<file path="src/hdl/triggerPkg.sv">
`default_nettype none

package triggerPkg;

    //////////////////////////////////////////////////
    // Sizes
    //////////////////////////////////////////////////

    // Bins per frame is 2**defaultBinAddrWidth
    localparam int defaultBinAddrWidth = 6;

    // Width of the real part and of the threshold
    localparam int thresholdWidth = 16;

    //////////////////////////////////////////////////
    // Stream and RAM types
    //////////////////////////////////////////////////

    // One complex FFT bin, imaginary part on top
    typedef struct packed {
        logic signed [15:0] im;
        logic signed [15:0] re;
    } binSample_t;

    // Capture to RAM write beat
    typedef struct packed {
        logic                           en;
        logic                           bank;
        logic [defaultBinAddrWidth-1:0] addr;
        binSample_t                     data;
    } ramWrite_t;

    // Frame complete notice, bank is the one just filled
    typedef struct packed {
        logic strobe;
        logic bank;
    } frameDone_t;

    // Detector read sequence
    typedef enum logic [1:0] {
        detIdle,
        detAddr,
        detRead,
        detCompare
    } detState_t;

endpackage

`default_nettype wire

</file>
<file path="src/hdl/streamCapture.sv">
`timescale 1ns/1ns
`default_nettype none

module streamCapture #(
    parameter int binAddrWidth = triggerPkg::defaultBinAddrWidth
) (
    input  logic                   clk,
    input  logic                   arstN,
    input  triggerPkg::binSample_t tData,
    input  logic                   tValid,
    output logic                   tReady,
    output triggerPkg::ramWrite_t  ramWr,
    output triggerPkg::frameDone_t frameDone
);

    // Write side state
    logic [binAddrWidth-1:0] wrAddr;
    logic                    wrBank;

    // Beat handshake
    logic accept;
    logic lastBeat;

    //////////////////////////////////////////////////
    // Slave handshake
    //////////////////////////////////////////////////

    // Ready is a plain level, low only in reset
    always_ff @(posedge clk or negedge arstN) begin
        if (!arstN) begin
            tReady <= 1'b0;
        end else begin
            tReady <= 1'b1;
        end
    end

    assign accept   = tValid && tReady;
    // Final bin of the frame
    assign lastBeat = accept && (wrAddr == {binAddrWidth{1'b1}});

    //////////////////////////////////////////////////
    // Address counter and bank toggle
    //////////////////////////////////////////////////

    always_ff @(posedge clk or negedge arstN) begin
        if (!arstN) begin
            wrAddr          <= '0;
            wrBank          <= 1'b0;
            frameDone.strobe <= 1'b0;
            frameDone.bank   <= 1'b0;
        end else begin
            // Single cycle strobe by default
            frameDone.strobe <= 1'b0;
            // Gaps in tValid just hold the count
            if (accept) begin
                wrAddr <= wrAddr + 1'b1;
            end
            if (lastBeat) begin
                // Tag notice with the bank just filled
                frameDone.strobe <= 1'b1;
                frameDone.bank   <= wrBank;
                wrBank           <= ~wrBank;
            end
        end
    end

    // RAM write goes out the same cycle as the beat
    always_comb begin
        ramWr                        = '0;
        ramWr.en                     = accept;
        ramWr.bank                   = wrBank;
        ramWr.addr[binAddrWidth-1:0] = wrAddr;
        ramWr.data                   = tData;
    end

endmodule

`default_nettype wire

</file>
<file path="src/hdl/binRam.sv">
`timescale 1ns/1ns
`default_nettype none

module binRam #(
    parameter int binAddrWidth = triggerPkg::defaultBinAddrWidth
) (
    input  logic                    clk,
    input  triggerPkg::ramWrite_t   wr,
    input  logic                    rdEn,
    input  logic                    rdBank,
    input  logic [binAddrWidth-1:0] rdAddr,
    output triggerPkg::binSample_t  rdData
);

    import triggerPkg::*;

    // Two banks back to back, bank bit on top
    localparam int depth = 2 ** (binAddrWidth + 1);

    binSample_t mem [depth];

    //////////////////////////////////////////////////
    // Write port
    //////////////////////////////////////////////////

    always_ff @(posedge clk) begin
        if (wr.en) begin
            mem[{wr.bank, wr.addr[binAddrWidth-1:0]}] <= wr.data;
        end
    end

    //////////////////////////////////////////////////
    // Registered read port
    //////////////////////////////////////////////////

    // Reader always sits on the opposite bank
    always_ff @(posedge clk) begin
        if (rdEn) begin
            rdData <= mem[{rdBank, rdAddr}];
        end
    end

endmodule

`default_nettype wire

</file>
<file path="src/hdl/binDetector.sv">
`timescale 1ns/1ns
`default_nettype none

module binDetector #(
    parameter int binAddrWidth = triggerPkg::defaultBinAddrWidth
) (
    input  logic                                clk,
    input  logic                                arstN,
    input  triggerPkg::frameDone_t              frameDone,
    input  logic [triggerPkg::thresholdWidth-1:0] threshold,
    input  logic [binAddrWidth-1:0]             frequency,
    input  logic [1:0]                          offset,
    output logic                                rdEn,
    output logic                                rdBank,
    output logic [binAddrWidth-1:0]             rdAddr,
    input  triggerPkg::binSample_t              rdData,
    output logic                                trigger
);

    import triggerPkg::*;

    detState_t state;

    // Threshold held for the whole read sequence
    logic [thresholdWidth-1:0] thrLatched;
    logic                      start;
    logic                      binHit;

    assign start = (state == detIdle) && frameDone.strobe;

    //////////////////////////////////////////////////
    // Read sequencer
    //////////////////////////////////////////////////

    always_ff @(posedge clk or negedge arstN) begin
        if (!arstN) begin
            state   <= detIdle;
            trigger <= 1'b0;
        end else begin
            case (state)
                // Wait for a finished frame
                detIdle: begin
                    if (frameDone.strobe) begin
                        state <= detAddr;
                    end
                end
                // Address on the RAM, read fires at the next edge
                detAddr: state <= detRead;
                // Bin is on rdData, result lands on entry to compare
                detRead: begin
                    state   <= detCompare;
                    trigger <= binHit;
                end
                detCompare: state <= detIdle;
                default: state <= detIdle;
            endcase
        end
    end

    // Selected bin and threshold, taken with the strobe
    always_ff @(posedge clk) begin
        if (start) begin
            thrLatched <= threshold;
            rdBank     <= frameDone.bank;
            // Wraps modulo the frame size
            rdAddr     <= frequency + binAddrWidth'(offset);
        end
    end

    assign rdEn = (state == detAddr);

    //////////////////////////////////////////////////
    // Threshold compare
    //////////////////////////////////////////////////

    // Negative real part never triggers
    always_comb begin
        binHit = !rdData.re[thresholdWidth-1] && (unsigned'(rdData.re) > thrLatched);
    end

endmodule

`default_nettype wire

</file>
<file path="src/hdl/triggerDetect.sv">
`timescale 1ns/1ns
`default_nettype none

module triggerDetect #(
    parameter int binAddrWidth = triggerPkg::defaultBinAddrWidth
) (
    input  logic                                clk,
    input  logic                                arstN,
    input  triggerPkg::binSample_t              tData,
    input  logic                                tValid,
    input  logic [triggerPkg::thresholdWidth-1:0] threshold,
    input  logic [binAddrWidth-1:0]             frequency,
    input  logic [1:0]                          offset,
    output logic                                tReady,
    output logic                                trigger,
    output logic                                frameReady
);

    import triggerPkg::*;

    // Stage to stage links
    ramWrite_t               ramWr;
    frameDone_t              frameDone;
    logic                    rdEn;
    logic                    rdBank;
    logic [binAddrWidth-1:0] rdAddr;
    binSample_t              rdData;

    // Capture of the incoming stream
    streamCapture #(.binAddrWidth(binAddrWidth)) capture (
        .clk       (clk),
        .arstN     (arstN),
        .tData     (tData),
        .tValid    (tValid),
        .tReady    (tReady),
        .ramWr     (ramWr),
        .frameDone (frameDone)
    );

    // Frame store, ping pong banks
    binRam #(.binAddrWidth(binAddrWidth)) ram (
        .clk    (clk),
        .wr     (ramWr),
        .rdEn   (rdEn),
        .rdBank (rdBank),
        .rdAddr (rdAddr),
        .rdData (rdData)
    );

    // Bin pick and compare
    binDetector #(.binAddrWidth(binAddrWidth)) detector (
        .clk       (clk),
        .arstN     (arstN),
        .frameDone (frameDone),
        .threshold (threshold),
        .frequency (frequency),
        .offset    (offset),
        .rdEn      (rdEn),
        .rdBank    (rdBank),
        .rdAddr    (rdAddr),
        .rdData    (rdData),
        .trigger   (trigger)
    );

    // Frame pulse straight from capture
    assign frameReady = frameDone.strobe;

endmodule

`default_nettype wire

</file>
<file path="config.mk">
export PLATFORM = sky130hd
export DESIGN_NAME = triggerDetect
export DESIGN_NICKNAME = d
export VERILOG_FILES = /design/src/hdl/triggerPkg.sv /design/src/hdl/streamCapture.sv /design/src/hdl/binRam.sv /design/src/hdl/binDetector.sv /design/src/hdl/triggerDetect.sv
export SDC_FILE = /design/constraint.sdc
export NUM_CORES = 2
export LEC_CHECK = 0
export BUFFER_PORTS_ARGS = -buffer_cell sky130_fd_sc_hd__buf_2
export CAP_MARGIN = 20
export CORE_UTILIZATION = 63
export CTS_BUF_LIST = sky130_fd_sc_hd__clkbuf_8 sky130_fd_sc_hd__clkbuf_16
export DETAILED_ROUTE_END_ITERATION = 7
export PLACE_DENSITY = 0.79
export SYNTH_ARGS = -nofsm -noshare
export SYNTH_HDL_FRONTEND = slang
export SYNTH_SLANG_ARGS = --single-unit
</file>
<file path="constraint.sdc">
create_clock -name clk -period 3.2 [get_ports clk]
set_input_delay 0.64 -clock clk [delete_from_list [all_inputs] [get_ports clk]]
set_output_delay 0.64 -clock clk [all_outputs]
set_load 0.005 [all_outputs]
</file>
Yosys cells after proc, flatten, opt, wreduce, memory -nomap -nowiden:

Memory sizes are Yosys's and may differ from the RTL's. A register that Yosys moved wholly into a read port is not among the register bits.
Index checks and enable logic that the tools add are counted.

* register bits after elaboration: 36
* latch bits: 0
* memory bits (writable): 4096
* bits in read-only memories: 0
* bits of input ports: 59
* output and inout bits: 3
* word-level logic and storage cells: 31
* memories kept: 1

* add/subtract/negate cells: 2
* multiply operators: 0
* divide/modulo/power cells: 0
* $lt $le $gt $ge: 1
* eq/ne operators: 5
* shifts and indexed selects: 0
* multiplexer cells: 5
* bitwise gates (word level): 1
* reductions and logical operators: 6

Memories
* ram.mem: words 128, bits a word 32, read ports 1, clocked after Yosys merged registers in 1, write ports 1, line binRam.sv:20 `binSample_t mem [depth];`

Operator list (count)
* > comparator 16 bit: 1
* case mux 2 bit (4 select lines): 1
* adder 6 x 1 -> 6 bit, second input constant: 1
* adder 6 x 2 -> 6 bit: 1
* equality test 6 bit, second input constant: 1
* equality test 2 bit, second input constant: 2
* logical AND 1 bit: 4
* 2-to-1 mux 2 bit: 2
* equality test 2 x 1 -> 1 bit, second input constant: 1
* logical NOT 2 bit: 1
* 2-to-1 mux 1 bit: 2
* != test 2 bit, second input constant: 1
* logical NOT 1 bit: 1
* NOT 1 bit: 1

Longest topological paths before layout:

* word-level depth: 3
* mapped depth: 11
* depth with buffers taken out: 8

Cells and area by module:

From an unflattened synthesis, not the netlist that was laid out.

* cells, all modules: 6167
* area, all modules: 158680.9 µm²

By module, submodules not included
* binRam: times used 1, cells each 5990, area an instance 156596.4 µm², sequential area each 123958.9 µm²
* binDetector: times used 1, cells each 113, area an instance 1415.1 µm², sequential area each 765.7 µm²
* streamCapture: times used 1, cells each 64, area an instance 669.4 µm², sequential area each 250.2 µm²

Worst setup path before layout:

OpenSTA, ideal clock, no wires.

* path type: input to register
* start: input port tValid
* end: memory ram.mem[31][0] (netlist name) (enable)
* setup time: 0.409 ns
* arrival time: 2.478 ns
* data required time: 2.791 ns
* setup slack: 0.312 ns
* stages on the path: 6
* path buffers: 1
* path through: and2_1 clkbuf_1 nand4_1 inv_1 nand3_1 nor3_1

* cells in the longest elaborated chain, start to end: 3

Ends and longest elaborated chain
* from (decl): line triggerDetect.sv:10 `input logic tValid,`
* logical AND 1 bit: line streamCapture.sv:37 `assign accept = tValid && tReady;`
* 2-to-1 mux 1 bit: line binRam.sv:27 `if (wr.en) begin`
* 2-to-1 mux 1 bit (not written as such): line binRam.sv:28 `mem[{wr.bank, wr.addr[binAddrWidth-1:0]}] <= wr.data;`
* to (decl): line binRam.sv:20

No other way between the ends.

==> results.sh <==
export IMPL_status="complete, but fails checks"
export IMPL_violations="design-rule violations, negative setup slack"
export IMPL_seq_area_sq_um=63000
export IMPL_synth_cells=3917
export IMPL_ys_top_cells_by_area="edfxtp_1 77%, mux4_2 9.4%, mux2i_1 4.9%"
export IMPL_ys_types=47
export IMPL_crit_required_ns=3.75
export IMPL_slew_violations=0
export IMPL_fin_nets=4482
export IMPL_p_seq_frac=0.561
export IMPL_startpoint="detector.rdAddr[0]"
export IMPL_cp_endpoint="ram.rdData[12]"
export IMPL_p_sw_mw=11.5
export IMPL_period_minus_slack_ns=3.20
export IMPL_drt_wl_total_microns=206000
export IMPL_multi_input_area_sq_um=17000
export IMPL_rows=131
export IMPL_clkTransAtPathRegs_ns=0.06
export IMPL_numCtsBuffers=197
export IMPL_core_sq_um=128000
export IMPL_totalPowerFinal_mw=55.0
export IMPL_rsz0062_at_grt="yes"
export IMPL_setup_viol=1
export IMPL_worst_slew_pin_slew_ns=0.997
export IMPL_drtPass1Iterations=8
export IMPL_ys_ff_latch=2100
export IMPL_initialDrtViolationCount=6222
export IMPL_instances_no_fill=6233
export IMPL_area_growth_pct=15.3
export IMPL_crit_arrival_ns=3.75
export IMPL_hp_class="in -> reg"
export IMPL_cts_sinks=2100
export IMPL_yosysMostFrequentCell="edfxtp_1"
export IMPL_finish_utilization=0.732
export IMPL_clockRootBuffer="clkbuf_16"
export IMPL_yosysTopAreaCell="edfxtp_1"
export IMPL_ir_drop_uv=519
export IMPL_synth_nets=4000
export IMPL_yosys_warnings=0
export IMPL_start_util=0.635
export IMPL_grtUsageTotal=0.313
export IMPL_reg2reg_from="detector.rdAddr[0]"
export IMPL_worst_clock_skew_ns=0.0448
export IMPL_fp_dieH_microns=360
export IMPL_synth_edf_count=2087
export IMPL_clkPwrFrac=0.409
export IMPL_htree_levels=4
export IMPL_grt_pass1_vias=42200
export IMPL_r2r_end="ram.rdData[12]"
export IMPL_dpl_cell_area_sq_um=86300
export IMPL_cp_start_kind="flop"
export IMPL_cts_tree="done"
export IMPL_die_area_sq_um=130000
export IMPL_end_kind="flop"
export IMPL_cp_depth=11
export IMPL_leakagePower_nw=31.3
export IMPL_antenna_found_initial=10
export IMPL_num_fill_cells=6699
export IMPL_worstPathCellList="buf_12, buf_12, buf_12, buf_16, nor2b_4, buf_12, buf_4, a221oi_1, nand2_1, nand4_1, or4_1"
export IMPL_synth_area_per_cell_sq_um=20.7
export IMPL_cpMostUsedCell="buf_12"
export IMPL_grt_pass1_wl_microns=289000
export IMPL_crit_type="reg -> reg"
export IMPL_drive_gt1_frac=0.253
export IMPL_wl_per_cell_microns=33.1
export IMPL_via_per_inst=6.87
export IMPL_port_buffers=45
export IMPL_vias=42800
export IMPL_slew_headroom=0.335
export IMPL_yosysTopAreaCellShare=0.774
export IMPL_hold_ws_ns=0.136
export IMPL_route_detailed_drc=1
export IMPL_max_stage_delay_ns=0.52
export IMPL_die_w_microns=360
export IMPL_max_freq_mhz=312
export IMPL_dp_slack_ns=-0.0697
export IMPL_finalHoldViolCount=0
export IMPL_synthFlopType="edfxtp_1"
export IMPL_internal_power_mw=43.5
export IMPL_async_reset_ff_frac=0.00619
export IMPL_path_buf_inv=6
export IMPL_r2r_slack_ns=-0.004
export IMPL_swShare=0.209
export IMPL_netlist_area_sq_um=80900
export IMPL_cts_buffer_depth=3
export IMPL_ys_seq_area_frac=0.778
export IMPL_timing_critical_path_slowest_stage_cell="or4_1"
export IMPL_crit_family="simple AND/OR/NAND/NOR gates"
export IMPL_combinationalPowerShare=0.030
export IMPL_worstSkewPairLatency_ns=0.82
export IMPL_powerDensity_nw_per_um2=590
export IMPL_fin_area_sq_um=93300
export IMPL_routabilityCongestion=0.963
export IMPL_cap_violations=0
export IMPL_overflow=0
export IMPL_place_inst=5816
export IMPL_dpl_hpwl_microns=118000
export IMPL_worst_r2r_path_depth=11
export IMPL_synth_common_cells="2087 x edfxtp_1, 400 x mux2i_1, 336 x mux4_2, 192 x a22oi_1, 153 x nor2_1"
export IMPL_period_share=1.00
export IMPL_io_pins=62
export IMPL_cp_max_fo=15
export IMPL_setup_ws_ns=-0.00421
export IMPL_grt_max_degree=87
export IMPL_ant_nets=0
export IMPL_setup_tns_ns=-0.00421
==> what timing repair did <==
item                                   in CTS  in global routing
endpoints found under the hold margin      29                  0
cloned                                      0                  3
resized for setup                          18                 33
setup buffers                               0                 23
hold buffers                               17                  0
pin swaps                                   0                  3
setup endpoints to repair                  11                 14
==> state kept, by name (all words and copies together) (netlist names) <==
name and flops:
ram.mem 2048, detector.trigger 1, detector.state 2, detector.rdAddr 6
detector.thrLatched 16, capture.tReady 1, detector.rdBank 1, ram.rdData 16
capture.wrBank 1, capture.frameDone 2, capture.wrAddr 6
==> placed cells by master, fill, tap and decap left out, drive strengths merged, types with 48 or more instances in the layout <==
master,count
a22oi,192
a21oi,54
edfxtp,2087
mux4,336
nand3,79
clkinv,93
clkbuf,209
a221oi,48
inv,92
nand2,83
buf,483
mux2i,400
nor2,154
==> power by group through the flow <==
stage	clock network (mW)	logic (mW)	registers [mW]
2_1_floorplan	0	0.659	31.2
5_1_grt	23.7	1.71	30.9
3_3_place_gp	0	1.47	31.4
6_report	22.5	1.65	30.9
3_5_place_dp	0	1.55	31.4
4_1_cts	22.6	1.59	30.8
==> how the worst min path moves through the flow <==
stage / start / end / depth (start not counted)
detailed placement: capture.frameDone[0] / detector.rdBank / 0
floorplan: arstN / capture.frameDone[0] / 0
global route: frequency[0] / detector.rdAddr[0] / 2
CTS: frequency[0] / detector.rdAddr[0] / 2
finish: frequency[0] / detector.rdAddr[0] / 2
global placement: capture.frameDone[0] / detector.rdBank / 0
==> routing by layer <==
metal  vias to the layer above  share of wire  global-route usage
li1                      17200              -                   -
met1                     21800           0.36               0.430
met2                      3229           0.48               0.484
met3                       517           0.12              0.0734
met4                        12          0.046               0.142
met5                         -        0.00041                   0
==> logic make-up (layout without fill, tap and decap cells) <==
| logic type | after synthesis | after routing | synth area share |
|---|---|---|---|
| other cells | 1 | 7 | 0.0000463 |
| buf+inv | 265 | 913 | 0.0150 |
| flops | 2100 | 2100 | 0.778 |
| mux | 755 | 755 | 0.146 |
| compound gates | 368 | 368 | 0.0337 |
| xor+xnor | 10 | 10 | 0.00108 |
| fa+ha+maj | 24 | 24 | 0.00380 |
| simple gates | 394 | 394 | 0.0224 |
==> layout make-up <==
class	count	area share
clock buffer	204	0.0547
multi-input combinational	1552	0.182
clock inverter	161	0.0117
tap	1662	0.0223
sequential	2100	0.675
timing repair buffer	505	0.0519
inverter	43	0.00173
antenna	6	0.000161
Note: power is estimated with default switching activity, not from simulation.
